===== config.mk =====
export PLATFORM = sky130hd
export DESIGN_NAME = block_collector_top
export DESIGN_NICKNAME = d
export VERILOG_FILES = /design/src/design/block_pkg.sv /design/src/design/bus_pkg.sv /design/src/design/block_collector_top.sv /design/src/design/byte_fifo.sv /design/src/design/extract_fifo.sv /design/src/design/wb_block_regs.sv
export VERILOG_INCLUDE_DIRS = /design/src /design/src/design
export SDC_FILE = /design/constraint.sdc
export NUM_CORES = 1
export LEC_CHECK = 0
export BUFFER_PORTS_ARGS = -buffer_cell sky130_fd_sc_hd__buf_2
export CORE_ASPECT_RATIO = 0.8
export CORE_MARGIN = 1.5
export CORE_UTILIZATION = 35
export DETAILED_ROUTE_END_ITERATION = 8
export SETUP_SLACK_MARGIN = 0.4
export SLEW_MARGIN = 10
export SYNTH_ARGS = -nofsm -noshare
export SYNTH_HDL_FRONTEND = slang
export SYNTH_HIERARCHICAL = 1
export SYNTH_SLANG_ARGS = --single-unit

===== constraint.sdc =====
create_clock -name clk -period 7.11 [get_ports clk]
set_input_delay 0.3555 -clock clk [delete_from_list [all_inputs] [get_ports clk]]
set_output_delay 0.3555 -clock clk [all_outputs]
set_load 0.01 [all_outputs]

===== src/design/blk_params.svh =====
// Block collector parameters
`ifndef BLK_PARAMS_SVH
`define BLK_PARAMS_SVH

// Bytes per block, also the byte FIFO depth
`define BLK_BYTES 16

// Assembled block width in bits
`define BLK_WIDTH 128

// Wishbone data width and byte address width
`define WB_DW 32
`define WB_AW 5

`endif


===== src/design/block_pkg.sv =====
// Block data view
package block_pkg;

	`include "blk_params.svh"

	localparam int BLK_WORDS = `BLK_WIDTH / `WB_DW;

	// One block seen either as bytes or as bus words
	// Byte 0 and word 0 sit at the low end
	typedef union packed {
		logic [`BLK_BYTES-1:0][7:0]       bytes;
		logic [BLK_WORDS-1:0][`WB_DW-1:0] words;
	} block_t;

endpackage


===== src/design/bus_pkg.sv =====
// Wishbone register map
package bus_pkg;

	`include "blk_params.svh"

	// Word aligned byte addresses of the slave registers
	typedef enum logic [`WB_AW-1:0] {
		DATA   = 5'h00,
		STATUS = 5'h04,
		BLK0   = 5'h10,
		BLK1   = 5'h14,
		BLK2   = 5'h18,
		BLK3   = 5'h1C
	} reg_addr_t;

	// Status register bits
	localparam int STAT_VALID = 0;
	localparam int STAT_FULL  = 1;

endpackage


===== src/design/block_collector_top.sv =====
// Block collector top level
`timescale 1ns/1ps
`include "blk_params.svh"

module block_collector_top import block_pkg::*; (
	input  logic                 clk,
	input  logic                 n_rst,
	input  logic                 cyc,
	input  logic                 stb,
	input  logic                 we,
	input  logic [`WB_AW-1:0]    adr,
	input  logic [`WB_DW-1:0]    dat_i,
	input  logic [`WB_DW/8-1:0]  sel,
	output logic [`WB_DW-1:0]    dat_o,
	output logic                 ack
);

	logic push;
	logic [7:0] wdata;
	logic pop;
	logic [7:0] rdata;
	logic fifo_full;
	logic ready;
	block_t block;
	logic blk_release;

	wb_block_regs regs0 (
		.clk(clk),
		.n_rst(n_rst),
		.cyc(cyc),
		.stb(stb),
		.we(we),
		.adr(adr),
		.dat_i(dat_i),
		.sel(sel),
		.dat_o(dat_o),
		.ack(ack),
		.fifo_full(fifo_full),
		.push(push),
		.wdata(wdata),
		.ready(ready),
		.block(block),
		.blk_release(blk_release)
	);

	// Empty flag only matters inside the FIFO
	byte_fifo fifo0 (
		.clk(clk),
		.n_rst(n_rst),
		.push(push),
		.wdata(wdata),
		.pop(pop),
		.rdata(rdata),
		.full(fifo_full),
		.empty()
	);

	extract_fifo extract0 (
		.clk(clk),
		.n_rst(n_rst),
		.full(fifo_full),
		.data(rdata),
		.blk_release(blk_release),
		.pop(pop),
		.ready(ready),
		.block(block)
	);

endmodule


===== src/design/byte_fifo.sv =====
// Byte FIFO
`timescale 1ns/1ps
`include "blk_params.svh"

module byte_fifo (
	input  logic       clk,
	input  logic       n_rst,
	input  logic       push,
	input  logic [7:0] wdata,
	input  logic       pop,
	output logic [7:0] rdata,
	output logic       full,
	output logic       empty
);

	localparam int AW = $clog2(`BLK_BYTES);
	localparam logic [AW-1:0] LAST_SLOT = AW'(`BLK_BYTES - 1);
	localparam logic [AW:0] DEPTH = (AW + 1)'(`BLK_BYTES);

	logic [7:0] mem [`BLK_BYTES];
	logic [AW-1:0] wr_ptr;
	logic [AW-1:0] rd_ptr;
	logic [AW:0] count;
	logic do_push;
	logic do_pop;

	// Ignore requests that would overrun or underrun
	assign do_push = push && !full;
	assign do_pop = pop && !empty;

	assign full = (count == DEPTH);
	assign empty = (count == '0);

	// First word fall through
	assign rdata = mem[rd_ptr];

	always_ff @(posedge clk) begin
		if (do_push)
			mem[wr_ptr] <= wdata;
	end

	always_ff @(posedge clk, negedge n_rst) begin
		if (!n_rst) begin
			wr_ptr <= '0;
			rd_ptr <= '0;
			count <= '0;
		end else begin
			if (do_push)
				wr_ptr <= (wr_ptr == LAST_SLOT) ? '0 : wr_ptr + 1'b1;
			if (do_pop)
				rd_ptr <= (rd_ptr == LAST_SLOT) ? '0 : rd_ptr + 1'b1;
			case ({do_push, do_pop})
				2'b10: count <= count + 1'b1;
				2'b01: count <= count - 1'b1;
				default: count <= count;
			endcase
		end
	end

	// Bus side must hold back while full
	assert property (@(posedge clk) disable iff (!n_rst) push |-> !full)
		else $error("byte_fifo: push while full");

	// Extractor must only drain a filled FIFO
	assert property (@(posedge clk) disable iff (!n_rst) pop |-> !empty)
		else $error("byte_fifo: pop while empty");

endmodule


===== src/design/extract_fifo.sv =====
// Block extractor
`timescale 1ns/1ps
`include "blk_params.svh"

module extract_fifo import block_pkg::*; (
	input  logic       clk,
	input  logic       n_rst,
	input  logic       full,
	input  logic [7:0] data,
	input  logic       blk_release,
	output logic       pop,
	output logic       ready,
	output block_t     block
);

	localparam int CW = $clog2(`BLK_BYTES);
	localparam logic [CW-1:0] LAST_BYTE = CW'(`BLK_BYTES - 1);

	typedef enum logic [1:0] {
		IDLE,
		LOAD,
		HOLD
	} state_t;

	state_t state;
	state_t next_state;
	logic [CW-1:0] byte_cnt;
	block_t blk_q;

	always_comb begin
		next_state = state;
		case (state)
			IDLE: begin
				if (full)
					next_state = LOAD;
			end
			LOAD: begin
				if (byte_cnt == LAST_BYTE)
					next_state = HOLD;
			end
			HOLD: begin
				if (blk_release)
					next_state = IDLE;
			end
			default: next_state = IDLE;
		endcase
	end

	always_ff @(posedge clk, negedge n_rst) begin
		if (!n_rst) begin
			state <= IDLE;
			byte_cnt <= '0;
		end else begin
			state <= next_state;
			// Counter only runs while loading
			if (state == LOAD && byte_cnt != LAST_BYTE)
				byte_cnt <= byte_cnt + 1'b1;
			else
				byte_cnt <= '0;
		end
	end

	// One popped byte per cycle into the next lane
	always_ff @(posedge clk, negedge n_rst) begin
		if (!n_rst)
			blk_q <= '0;
		else if (pop)
			blk_q.bytes[byte_cnt] <= data;
	end

	assign pop = (state == LOAD);
	assign ready = (state == HOLD);
	assign block = blk_q;

	// A load is one unbroken run of pops before the block is held
	assert property (@(posedge clk) disable iff (!n_rst)
		$rose(pop) |-> pop [*`BLK_BYTES] ##1 (!pop && ready))
		else $error("extract_fifo: pop run broken or block not held");

	// Load only starts from a full FIFO
	assert property (@(posedge clk) disable iff (!n_rst) $rose(pop) |-> full)
		else $error("extract_fifo: load started without full FIFO");

endmodule


===== src/design/wb_block_regs.sv =====
// Wishbone register block
`timescale 1ns/1ps
`include "blk_params.svh"

module wb_block_regs import bus_pkg::*, block_pkg::*; (
	input  logic                 clk,
	input  logic                 n_rst,
	input  logic                 cyc,
	input  logic                 stb,
	input  logic                 we,
	input  logic [`WB_AW-1:0]    adr,
	input  logic [`WB_DW-1:0]    dat_i,
	input  logic [`WB_DW/8-1:0]  sel,
	output logic [`WB_DW-1:0]    dat_o,
	output logic                 ack,
	input  logic                 fifo_full,
	output logic                 push,
	output logic [7:0]           wdata,
	input  logic                 ready,
	input  block_t               block,
	output logic                 blk_release
);

	reg_addr_t reg_sel;
	logic req;
	logic data_wr;
	logic stall;
	logic [`WB_DW-1:0] rd_word;

	// Word decode ignores the byte offset bits
	assign reg_sel = reg_addr_t'({adr[`WB_AW-1:2], 2'b00});

	// New request is masked during the ack cycle
	assign req = cyc && stb && !ack;

	assign data_wr = req && we && (reg_sel == DATA);

	// Back-pressure while the FIFO has no free slot
	assign stall = data_wr && fifo_full;

	assign push = data_wr && !fifo_full && sel[0];
	assign wdata = dat_i[7:0];

	assign blk_release = req && we && (reg_sel == STATUS) && sel[0] && dat_i[STAT_VALID];

	always_comb begin
		rd_word = '0;
		case (reg_sel)
			STATUS: begin
				rd_word[STAT_VALID] = ready;
				rd_word[STAT_FULL] = fifo_full;
			end
			BLK0: rd_word = block.words[0];
			BLK1: rd_word = block.words[1];
			BLK2: rd_word = block.words[2];
			BLK3: rd_word = block.words[3];
			default: rd_word = '0;
		endcase
	end

	always_ff @(posedge clk, negedge n_rst) begin
		if (!n_rst)
			ack <= 1'b0;
		else
			ack <= req && !stall;
	end

	// Read data captured together with the ack
	always_ff @(posedge clk) begin
		if (req && !we)
			dat_o <= rd_word;
	end

	// Ack only answers a cycle the master still holds
	assert property (@(posedge clk) disable iff (!n_rst) ack |-> (cyc && stb))
		else $error("wb_block_regs: ack outside an active cycle");

endmodule


== Yosys cells after proc, flatten, opt, wreduce, memory -nomap -nowiden ==
Memory sizes are Yosys's and may differ from the RTL's.
Index checks and enable logic that the tools add are counted.
W data, S select, Z words.

* Flip-flop bits (word level): 180
* Memory bits (writable): 128
* Input port bits: 46
* Output and inout port bits: 33
* Word-level logic and storage cells: 74
* Memories: 1

{| class="wikitable"
|+ Memory list
! memory !! words !! width !! read ports !! clocked after Yosys merged registers in !! wr ports !! line !! RTL
|-
| fifo0.mem || 16 || 8 || 1 || 0 || 1 || byte_fifo.sv:20 || <nowiki>logic [7:0] mem [`BLK_BYTES];</nowiki>
|}

* Add/sub/neg operators: 5
* Magnitude comparators: 2
* Eq/ne operators: 17
* Multiplexer cells: 15
* Reduce and logical (&&, ||, !) cells: 26

{| class="wikitable"
|+ Operators with widths
! operator !! count
|-
| $bwmux W128 || 1
|-
| $pmux W30 S4 || 1
|-
| $demux W8 S4 || 1
|-
| $logic_and A1 B1 Y1 || 16
|-
| $add A4 B1 Y4 const B || 3
|-
| $eq A3 B3 Y1 const B || 4
|-
| $eq A4 B4 Y1 const B || 3
|-
| $mux W4 || 3
|-
| $logic_not A5 Y1 || 2
|-
| $pmux W2 S5 || 1
|-
| $pmux W5 S2 || 1
|-
| $mux W8 || 1
|-
| $mux W2 || 3
|-
| $pmux W2 S3 || 1
|-
| $add A5 B1 Y5 const B || 1
|-
| $eq A5 B5 Y1 const B || 1
|-
| $logic_not A1 Y1 || 5
|-
| $lt A4 B5 Y1 const B || 1
|-
| $sub A5 B1 Y5 const B || 1
|-
| $eq A2 B1 Y1 const B || 2
|-
| $eq A2 B2 Y1 const B || 2
|-
| $ge A4 B1 Y1 const B || 1
|-
| $ne A2 B2 Y1 const B || 2
|-
| $ne A4 B4 Y1 const B || 1
|-
| 6 further kinds || 7
|}

== Logic depth before layout (Yosys ltp) ==
Gate-level depths: netlist of the first run.

* Depth in word-level cells: 9
* Mapped depth: 12
* Depth with buffers taken out: 11

== Modules after synthesis ==
Netlist of the first run, hierarchy kept.

{| class="wikitable"
|+ Modules (own cells, without submodules)
! module !! instances !! cells an instance !! area an instance (um2) !! seq. area each (um2)
|-
| byte_fifo || 1 || 329 || 5853.1 || 4169.0
|-
| extract_fifo || 1 || 322 || 5246.3 || 3353.2
|-
| wb_block_regs || 1 || 131 || 2160.8 || 985.9
|}

== Worst setup path before layout of the first run ==
OpenSTA, ideal clock, no wires.

* Kind: input to register
* Start: input port adr[2]
* End: register fifo0.count[4]
* Library setup time: 80 ps
* Arrival: 2592 ps
* Required time: 7030 ps
* Slack: 4438 ps
* Stages: 12
* Path buffers: 2
* Path through: buf_6 buf_6 nor2_1 nor4b_1 o21a_2 inv_2 ha_1 fa_1 a21o_1 a21oi_1 mux2i_1 xnor2_1

* Longest elaborated chain between the ends: 7
* Elaborated cells on any way between the ends: 9
* Classes of those cells: eq/ne: 2; mux: 1; reduce/logical: 6

{| class="wikitable"
|+ RTL lines
! item !! line !! RTL
|-
| from (decl) || block_collector_top.sv:11 || <nowiki>input logic [`WB_AW-1:0] adr,</nowiki>
|-
| $logic_not A5 Y1 * || wb_block_regs.sv:36 || <nowiki>assign data_wr = req && we && (reg_sel == DATA);</nowiki>
|-
| $logic_and A1 B1 Y1 * || wb_block_regs.sv:36 ||
|-
| $logic_and A1 B1 Y1 * (2 in series) || wb_block_regs.sv:41 || <nowiki>assign push = data_wr && !fifo_full && sel[0];</nowiki>
|-
| named net push || block_collector_top.sv:18 || <nowiki>logic push;</nowiki>
|-
| $logic_and A1 B1 Y1 * || byte_fifo.sv:28 || <nowiki>assign do_push = push && !full;</nowiki>
|-
| $eq A2 B1 Y1 or $eq A2 B2 Y1 (tied branches) || byte_fifo.sv:52 || <nowiki>case ({do_push, do_pop})</nowiki>
|-
| $pmux W5 S2 or $reduce_bool A2 Y1 (tied branches) || -- ||
|-
| to (signal assigned) || byte_fifo.sv:53 || <nowiki>2'b10: count <= count + 1'b1;</nowiki>
|-
| to (signal assigned) || byte_fifo.sv:54 || <nowiki>2'b01: count <= count - 1'b1;</nowiki>
|-
| to (signal assigned) || byte_fifo.sv:55 || <nowiki>default: count <= count;</nowiki>
|-
| to (decl) || byte_fifo.sv:23 || <nowiki>logic [AW:0] count;</nowiki>
|}

The timed path passes the listed nets; every way through them passes the cells marked *.
A chain may end at the register's enable or synchronous reset.

== Worst setup path after layout of the first run ==
* Start: register fifo0.rd_ptr[1]
* End: register extract0.blk_q (netlist bit extract0/block[36])

* Longest elaborated chain between the ends: 2

{| class="wikitable"
|+ RTL lines
! item !! line !! RTL
|-
| from (decl) || byte_fifo.sv:22 || <nowiki>logic [AW-1:0] rd_ptr;</nowiki>
|-
| from (signal assigned) || byte_fifo.sv:51 || <nowiki>rd_ptr <= (rd_ptr == LAST_SLOT) ? '0 : rd_ptr + 1'b1;</nowiki>
|-
| $mem_v2 Z16 W8 || -- ||
|-
| named net rdata[4] || block_collector_top.sv:21 || <nowiki>logic [7:0] rdata;</nowiki>
|-
| $bwmux W128 || extract_fifo.sv:68 || <nowiki>blk_q.bytes[byte_cnt] <= data;</nowiki>
|-
| to (decl) || extract_fifo.sv:28 || <nowiki>block_t blk_q;</nowiki>
|}

The timed path passes the listed nets, and every way through them passes these cells.

==> results of run 1 <==
[state kept, by name, summed over array words and instances, names as in the netlist, 2 cells and up]
signal,count
fifo0/wr_ptr,4
fifo0/mem,128
extract0/state,2
regs0/dat_o,32
extract0/byte_cnt,4
fifo0/rd_ptr,4
fifo0/count,5
extract0/block,128
[stage by stage]
step | util (%) | hold slack [ps] | std cells | instance area [um2] | total power, mW
2_1_floorplan | - | 59.91 | 781 | 13260 | 1.992
3_3_place_gp | 37.20 | 465.2 | 1276 | 13840 | 2.031
3_5_place_dp | 37.20 | 472.6 | 1276 | 13840 | 2.033
4_1_cts | 40.06 | 158.0 | 1335 | 14910 | 3.701
5_1_grt | 40.06 | 178.0 | 1335 | 14910 | 3.782
6_report | 40.06 | 176.2 | 1335 | 14910 | 3.654
[routing by layer]
metal | vias to the layer above | GRT usage, % | part of all wire (%)
met2 | 116 | 21.34 | 45
met5 | - | 0 | 0
li1 | 3045 | - | -
met4 | 0 | 4.279 | 2.9
met3 | 49 | 2.595 | 4.2
met1 | 3505 | 20.68 | 48
[layout make-up]
type	instances	area, um2	area share (%)
sequential	308	8509	57.09
clock buffer	46	944.7	6.338
clock inverter	12	110.1	0.7387
inverter	10	37.54	0.2518
tap	487	609.3	4.088
timing repair buffer	57	314.1	2.107
multi-input combinational	415	4380	29.39
[power by group]
part           internal (mW)  switching [mW]
clock network          0.987           0.673
logic                 0.0274          0.0659
registers               1.89          0.0120
total                   2.90           0.750
[path summary, 6_finish.rpt]
check / slack (ps) / endpoint / depth (start not counted) / from
worst max-delay path: 3680 / extract0/block[36] / 5 / fifo0/rd_ptr[1]
worst min-delay path: 180 / fifo0/mem[1][1] / 1 / dat_i[1]
worst max register to register: 3680 / extract0/block[36] / 5 / fifo0/rd_ptr[1]
worst min register to register: 480 / extract0/block[39] / 1 / extract0/block[39]
max in group asynchronous: 5400 / extract0/block[34] / 3 / n_rst
min in group asynchronous: 460 / extract0/block[15] / 2 / n_rst
==> results.md, run 1 <==
- Area growth syn-to-layout: 12.45%
- CP top delay family: simple AND/OR/NAND/NOR gates
- Final Critical Period: approximately 3400 ps
- Status: finished with violations
- Power Density: roughly 250 nW/um2
- Post-Syn Instances: 781
- CTS tree: done
- Max Freq: 291.5 MHz
- Setup TNS: 0 ps
- Clk_lat worst skew: 570 ps
- Initial antenna violation count: 0
- Synth Net Count: ~840
- Critical Path AT: between 3000 and 4000 ps
- Commonest non-fill, non-tap cells in the layout: edfxtp_1, dfrtp_1, mux2_2
- Die Width: around 220 um
- Cells along the critical path: and2_1, a221oi_1, a22oi_1, nand2_1, mux2_1
- Final HPWL DP: around 16000 um
- Layout Nets: roughly 900
- Post-route ant nets: 0
- RSZ-0062 raised after global routing: false
- DR vias: 6715
- Worst-Margin Slew: 993.7 ps
- Worst Skew: 21.69 ps
- Fin. max-slew vios: 0
- Max cap viols: 0
- Routability congestion estimate: 0.7633
- First DRT Iteration DRCs: around 460
- Max VDD drop: roughly 0.00022 V
- Total GRT Usage: about 14%
- Worst Path Required: roughly 7600 ps
- Critical path's largest stage delay: around 900 ps
- Final WL: between 20000 and 30000 um
- I/O Buffers: 49
- Num rows: 63
- Final worst slack: between 3000 and 4000 ps
- Setup Buffers After CTS: 0
- Routed wire per std cell: 19.91 um
- DRC violation count after routing: 14
- DRT Pass-1 Iters: 6
- CP Class: flip-flop to flip-flop
- Htree depth: 1
- DIE HEIGHT: between 150 and 200 um
- Mean Syn Cell Area: 16.97 um2
- Failing checks: DRC
- Clock buffer count from CTS: 31
- Vias in the first global route: between 6000 and 7000
- Core area: 37210 um2
- First-pass GRT wire length: about 42000 um
- YS warnings: 6
- Initial Utilization: a little over a third
- CP max stage cell: dfrtp_1
- Largest net degree at the start of global routing: between 90 and 100
- Final setup violation count: 0
- Clk sinks: approximately 310
- Most common cell after layout, fill and taps aside: edfxtp_1
- Root Driver: clkbuf_16
- Filler cells: ~3400
- CP endpoint kind: flip-flop
- Critical-path maximum fanout: 20
- I/O pin total: between 70 and 80
- CP Buf/Inv Count: 0
- Critical Path Start Type: flip-flop
- Cts hold-fix bufs: 1
- Fin crit share: 48.25%
- Worst min path class: input pin to flip-flop
- Die footprint: between 30000 and 40000 um2
- Post-cts resize count: 0
- Clock-pin transition on the worst setup and hold timing paths: approximately 60 ps
- Post-Place Worst Slack: between 3000 and 4000 ps
- Antenna diodes: 0
- GRT overflow: 0
- Slew HR: between 30% and 40%
- Via density: between 5 and 6
- Syn Std Cell Area: 13260 um2
- Clock Path Buffers: 3
- Hold Fails Final Rpt: 0
- Layout cells sized above 1: 36.32%
- P_leak: around 5.9 nW
(Power assumes the default switching activity.)
==> run 2: changes to the inputs <==
clock period = 3.5 ns   (was 7.11 ns; I/O delays follow)
==> run 2 against run 1 <==
Compared with the run above: the run still ends with DRC left; sequential power increased by 100%; hold slack got worse by 130 ps; via count increased by 1.2%; die area unchanged; cell count increased by 1.6%; worst setup slack got worse by 3100 ps; global-route usage increased by 0.36 points; largest cell class unchanged.
==> results.md, run 2 (synthesis results as in run 1) <==
- Largest net degree at the start of global routing: 94 (-1.1%)
- Layout Nets: 904 (+2.4%)
- Antenna diodes: 0 (unchanged)
- CP Class: flip-flop to flip-flop
- First DRT Iteration DRCs: 457 (-0.22%)
- Htree depth: 2 (+1)
- Critical Path AT: 3370 ps (-520 ps)
- Root Driver: clkbuf_16
- Worst hold slack: 49.89 ps (-126.3 ps)
- RSZ-0062 raised after global routing: false
- Num rows: 63 (unchanged)
- Hold Fails Final Rpt: 0 (unchanged)
- Clock Path Buffers: 3 (unchanged)
- DRT Pass-1 Iters: 6 (unchanged)
- Layout cells sized above 1: 37.36% (+1.0 points)
- Final HPWL DP: 16530 um (+3.6%)
- Clock buffer count from CTS: 34 (+9.7%)
- Via density: 5.010 (-0.41%)
- Commonest non-fill, non-tap cells in the layout: edfxtp_1, dfrtp_1, mux2_2
- Max cap viols: 0 (unchanged)
- Max Freq: 341.8 MHz (+17%)
- Routed wire per std cell: 19.94 um (+0.16%)
- I/O pin total: 79 (unchanged)
- Worst min path class: input pin to flip-flop
- Worst Path Required: 3940 ps (-3630 ps)
- Clk_lat worst skew: 530 ps (-40 ps)
- Final WL: 27060 um (+1.8%)
- Worst Skew: 22.63 ps (+0.9353 ps)
- P_leak: 6.032 nW (+1.7%)
- Routability congestion estimate: 0.7434 (-2.6%)
- Reg2Reg Depth: 10 (+5)
- Failing checks: DRC
- Power Density: 493.6 nW/um2 (+100%)
- Final Critical Period: 2926 ps (-505.0 ps)
- DR vias: 6798 (+1.2%)
- Clk sinks: 308 (unchanged)
- CP max stage cell: fa_1
- Vias in the first global route: 7175 (+2.7%)
- Filler cells: 3389 (-1.1%)
- Most common cell after layout, fill and taps aside: edfxtp_1
- Clock-pin transition on the worst setup and hold timing paths: 60 ps (about the same)
- DIE HEIGHT: 177.1 um (unchanged)
- Critical path's largest stage delay: 430 ps (-480 ps)
- Die footprint: 39060 um2 (unchanged)
- Status: finished with violations
- GRT overflow: 0 (unchanged)
- Post-route ant nets: 0 (unchanged)
- Worst-Margin Slew: 963.4 ps (-30.33 ps)
- Initial Utilization: 35.63% (unchanged)
- Critical-path maximum fanout: 6 (-70%)
- I/O Buffers: 49 (unchanged)
- Fin crit share: 83.60% (+35 points)
- Max VDD drop: 0.0003826 V (+75%)
- First-pass GRT wire length: 42730 um (+1.7%)
- Core area: 37210 um2 (unchanged)
- Worst Hold Depth: 1 (unchanged)
- CTS tree: done
- Die Width: 220.6 um (unchanged)
- Setup TNS: 0 ps (unchanged)
- Final setup violation count: 0 (unchanged)
- Critical Path Start Type: flip-flop
- Fin. max-slew vios: 0 (unchanged)
- Initial antenna violation count: 1 (+1)
- Total GRT Usage: 14.50% (+0.36 points)
- Util after Layout: 40.52% (+0.45 points)
- Area growth syn-to-layout: 13.73%
- Cells along the critical path: nand3b_1, nor4b_1, o21a_2, inv_2, ha_1, fa_1, a21o_1, a21oi_1, mux2i_1, xnor2_1
- DRC violation count after routing: 14 (unchanged)
- CP endpoint kind: flip-flop
- Slew HR: 35.62% (+1.9 points)
run 2: report_power, final:
group	switching, mW	internal (mW)
Clock	1.44	1.94
Sequential	0.0252	3.84
Combinational	0.138	0.0592
Total	1.60	5.84
run 2: cell type report:
type | count | area, um2 | area share, %
inverter | 10 | 37.54 | 0.2490
tap | 487 | 609.3 | 4.042
timing repair buffer | 75 | 474.2 | 3.146
clock buffer | 48 | 923.4 | 6.125
clock inverter | 14 | 140.1 | 0.9296
sequential | 308 | 8509 | 56.45
multi-input combinational | 415 | 4380 | 29.06
run 2: final timing paths:
check                                    from                  to  slack (ps)
min in group asynchronous               n_rst  extract0/block[15]         320
min reg2reg                extract0/block[39]  extract0/block[39]         480
min                                  dat_i[3]     fifo0/mem[9][3]          50
max in group asynchronous               n_rst     fifo0/wr_ptr[2]        2410
max                                 regs0/ack      fifo0/count[4]         570
max reg2reg                         regs0/ack      fifo0/count[4]         570
run 2: routing by layer:
layer | up-vias | global-route usage, % | share of wire (%)
met3 | 37 | 3.230 | 5.2
met5 | - | 0 | 0.052
met4 | 2 | 4.251 | 2.1
met1 | 3535 | 20.70 | 48
met2 | 131 | 22.10 | 45
li1 | 3093 | - | -
run 2: stage by stage:
stage                     instance area (um2)  std cells  power, mW  worst slack (ps)
after floorplan                         13260        781      4.046             862.2
after global placement                  13980       1292      4.134             574.3
after detailed placement                13980       1292      4.138             569.6
after CTS                               15060       1355      7.554             438.9
after global routing                    15070       1357      7.722             392.9
final                                   15070       1357      7.441             574.1
run 2: repair_timing:
item | 4_1_cts | 5_1_grt
setup buffers | 0 | 2
gates resized for setup | 0 | 1
endpoints found under the setup margin | 0 | 1
hold buffers | 1 | 0
hold endpoints to repair | 91 | 0
run 2: worst max-delay path, delay by kind of cell (launching register included):
| kind | cells | cell delay (ps) |
|---|---|---|
| muxes | 1 | 240 |
| adders and majority gates | 2 | 710 |
| and+or+nand+nor | 2 | 750 |
| xor gates and xnor gates | 1 | 130 |
| buffers and inverters | 1 | 50 |
| AOI/OAI and AO/OA | 3 | 580 |
| DFF | 1 | 380 |
==> run 3: changes to the inputs <==
clock period = 3.05 ns   (was 3.5 ns; I/O delays follow)
==> run 3 against run 2 <==
Compared with the run above: utilization rose by 0.35 points; critical path type unchanged; routed wire length is 0.11% lower; highest routed layer unchanged; critical path depth did not move; first-iteration DRC count is 20% higher; cell count grew 1.3%; the run still ends with DRC left; count of clock-buffer cells in the layout fell by 2; global-route usage about the same; cell area is 0.87% higher; non-clock buffer count grew 18; die area did not move; largest cell class unchanged; flip-flop and latch count stayed put; sequential share of layout area fell by 0.49 points.
==> results.md, run 3 (synthesis results as in run 1) <==
- Status: finished with violations
- Fin. max-slew vios: 0 (unchanged)
- Root Driver: clkbuf_16
- P_leak: 6.129 nW (+1.6%)
- Worst Hold Depth: 1 (unchanged)
- Antenna diodes: 0 (unchanged)
- Via density: 5.000 (-0.19%)
- RR Endpoint: fifo0/count[4]
- Final worst slack: 496.9 ps (-77.17 ps)
- Power Density: 563.9 nW/um2 (+14%)
- Util after Layout: 40.87% (+0.35 points)
- Max cap viols: 0 (unchanged)
- Final WL: 27030 um (-0.11%)
- Routability congestion estimate: 0.7480 (+0.62%)
- Worst Path Required: 3470 ps (-470 ps)
- Area growth syn-to-layout: 14.72%
- I/O Buffers: 49 (unchanged)
- DR vias: 6870 (+1.1%)
- Clock buffer count from CTS: 34 (unchanged)
- Post-route ant nets: 0 (unchanged)
- CP endpoint kind: flip-flop
- Most common cell after layout, fill and taps aside: edfxtp_1
- Core area: 37210 um2 (unchanged)
- Layout Nets: 922 (+2.0%)
- DRT Pass-1 Iters: 6 (unchanged)
- R2R Path Start: regs0/ack
- Initial antenna violation count: 1 (unchanged)
- Die Width: 220.6 um (unchanged)
- Routed wire per std cell: 19.67 um (-1.3%)
- Max Freq: 391.7 MHz (+15%)
- CTS tree: done
- Num rows: 63 (unchanged)
- Post-Place Worst Slack: 215.7 ps (-353.9 ps)
- Final setup violation count: 0 (unchanged)
- Htree depth: 2 (unchanged)
- Final Critical Period: 2553 ps (-372.8 ps)
- Clock Path Buffers: 3 (unchanged)
- Hold Fails Final Rpt: 0 (unchanged)
- Worst min path class: input pin to flip-flop
- DIE HEIGHT: 177.1 um (unchanged)
- Max VDD drop: 0.0004577 V (+20%)
- Hold path start: dat_i[3]
- Layout cells sized above 1: 39.57% (+2.2 points)
- Clock-pin transition on the worst setup and hold timing paths: 60 ps (about the same)
- Total area of sequential cells: 8509 um2 (unchanged)
- R2r setup slk: 500 ps (-80 ps)
- CP Class: flip-flop to flip-flop
- I/O pin total: 79 (unchanged)
- Filler cells: 3397 (+0.24%)
- Setup TNS: 0 ps (unchanged)
- First DRT Iteration DRCs: 549 (+20%)
- First-pass GRT wire length: 42530 um (-0.47%)
- Reg2Reg Depth: 10 (unchanged)
- Final HPWL DP: 16620 um (+0.59%)
- Worst Skew: 27.79 ps (+5.166 ps)
- Commonest non-fill, non-tap cells in the layout: edfxtp_1, dfrtp_1, mux2_2
- Failing checks: DRC
- Clk_lat worst skew: 510 ps (-20 ps)
- GRT overflow: 0 (unchanged)
- Critical Path AT: 2970 ps (-400 ps)
- Fin crit share: 83.71% (+0.11 points)
- Critical-path maximum fanout: 6 (unchanged)
- Clk sinks: 308 (unchanged)
- Hold endpoint: fifo0/mem[8][3]
- Vias in the first global route: 7119 (-0.78%)
- Area of the multi-input gates: 4400 um2 (+0.46%)
- Worst hold slack: 39.52 ps (-10.38 ps)
- Die footprint: 39060 um2 (unchanged)
- DRC violation count after routing: 14 (unchanged)
- Total power: 8.574 mW (+15%)
- Critical Path Start Type: flip-flop
- Worst-Margin Slew: 747.3 ps (-216.1 ps)
- Slew HR: 50.18% (+15 points)
- Largest net degree at the start of global routing: 76 (-19%)
- Initial Utilization: 35.63% (unchanged)
- RSZ-0062 raised after global routing: true
- Total GRT Usage: 14.49% (about the same)
## run 3: layer usage
metal / vias to the layer above / global-route usage (%) / part of all wire (%)
met3: 41 / 2.526 / 5.9
met5: - / 0 / 0.048
li1: 3139 / - / -
met2: 150 / 22.15 / 45
met4: 2 / 3.998 / 1.7
met1: 3538 / 21.22 / 47
## run 3: report_power, final
part           switching, mW  internal (mW)  total [mW]
Combinational          0.164         0.0742       0.238
Clock                   1.60           2.31        3.91
Sequential            0.0231           4.41        4.43
## run 3: area by class of cell
type	instances	area share, %
Clock buffer	46	6.361
Clock inverter	15	0.6418
Inverter	10	0.2469
Multi-Input combinational cell	415	28.94
Sequential cell	308	55.96
Tap cell	487	4.007
Timing Repair Buffer	93	3.843
## run 3: worst max path at each step
stage | from | to | cells after the start
global route | regs0/ack | fifo0/count[4] | 10
CTS | regs0/ack | fifo0/count[4] | 10
detailed placement | regs0/ack | fifo0/count[4] | 10
floorplan | fifo0/count[1] | fifo0/count[4] | 11
finish | regs0/ack | fifo0/count[4] | 10
global placement | fifo0/count[0] | fifo0/count[4] | 9
## run 3: critical path, stage by stage, from the launching register on
cell,delay (ps)
dfrtp_1,380
nand3b_1,270
nor4b_2,260
o21a_2,200
inv_2,50
ha_2,220
fa_1,400
a21o_1,190
a21oi_2,150
mux2i_1,230
xnor2_1,130
## run 3: timing repair
item | 4_1_cts | 5_1_grt
resized for setup | 2 | 5
setup buffers | 3 | 0
endpoints found under the hold margin | 72 | 0
setup endpoints to repair | 2 | 34
hold buffers | 1 | 0
pin swaps | 1 | 1
## run 3: stage by stage
step / cells / area, um2
detailed placement: 1309 / 14090
CTS: 1374 / 15190
global route: 1374 / 15210
finish: 1374 / 15210
floorplan: 781 / 13260
global placement: 1309 / 14090
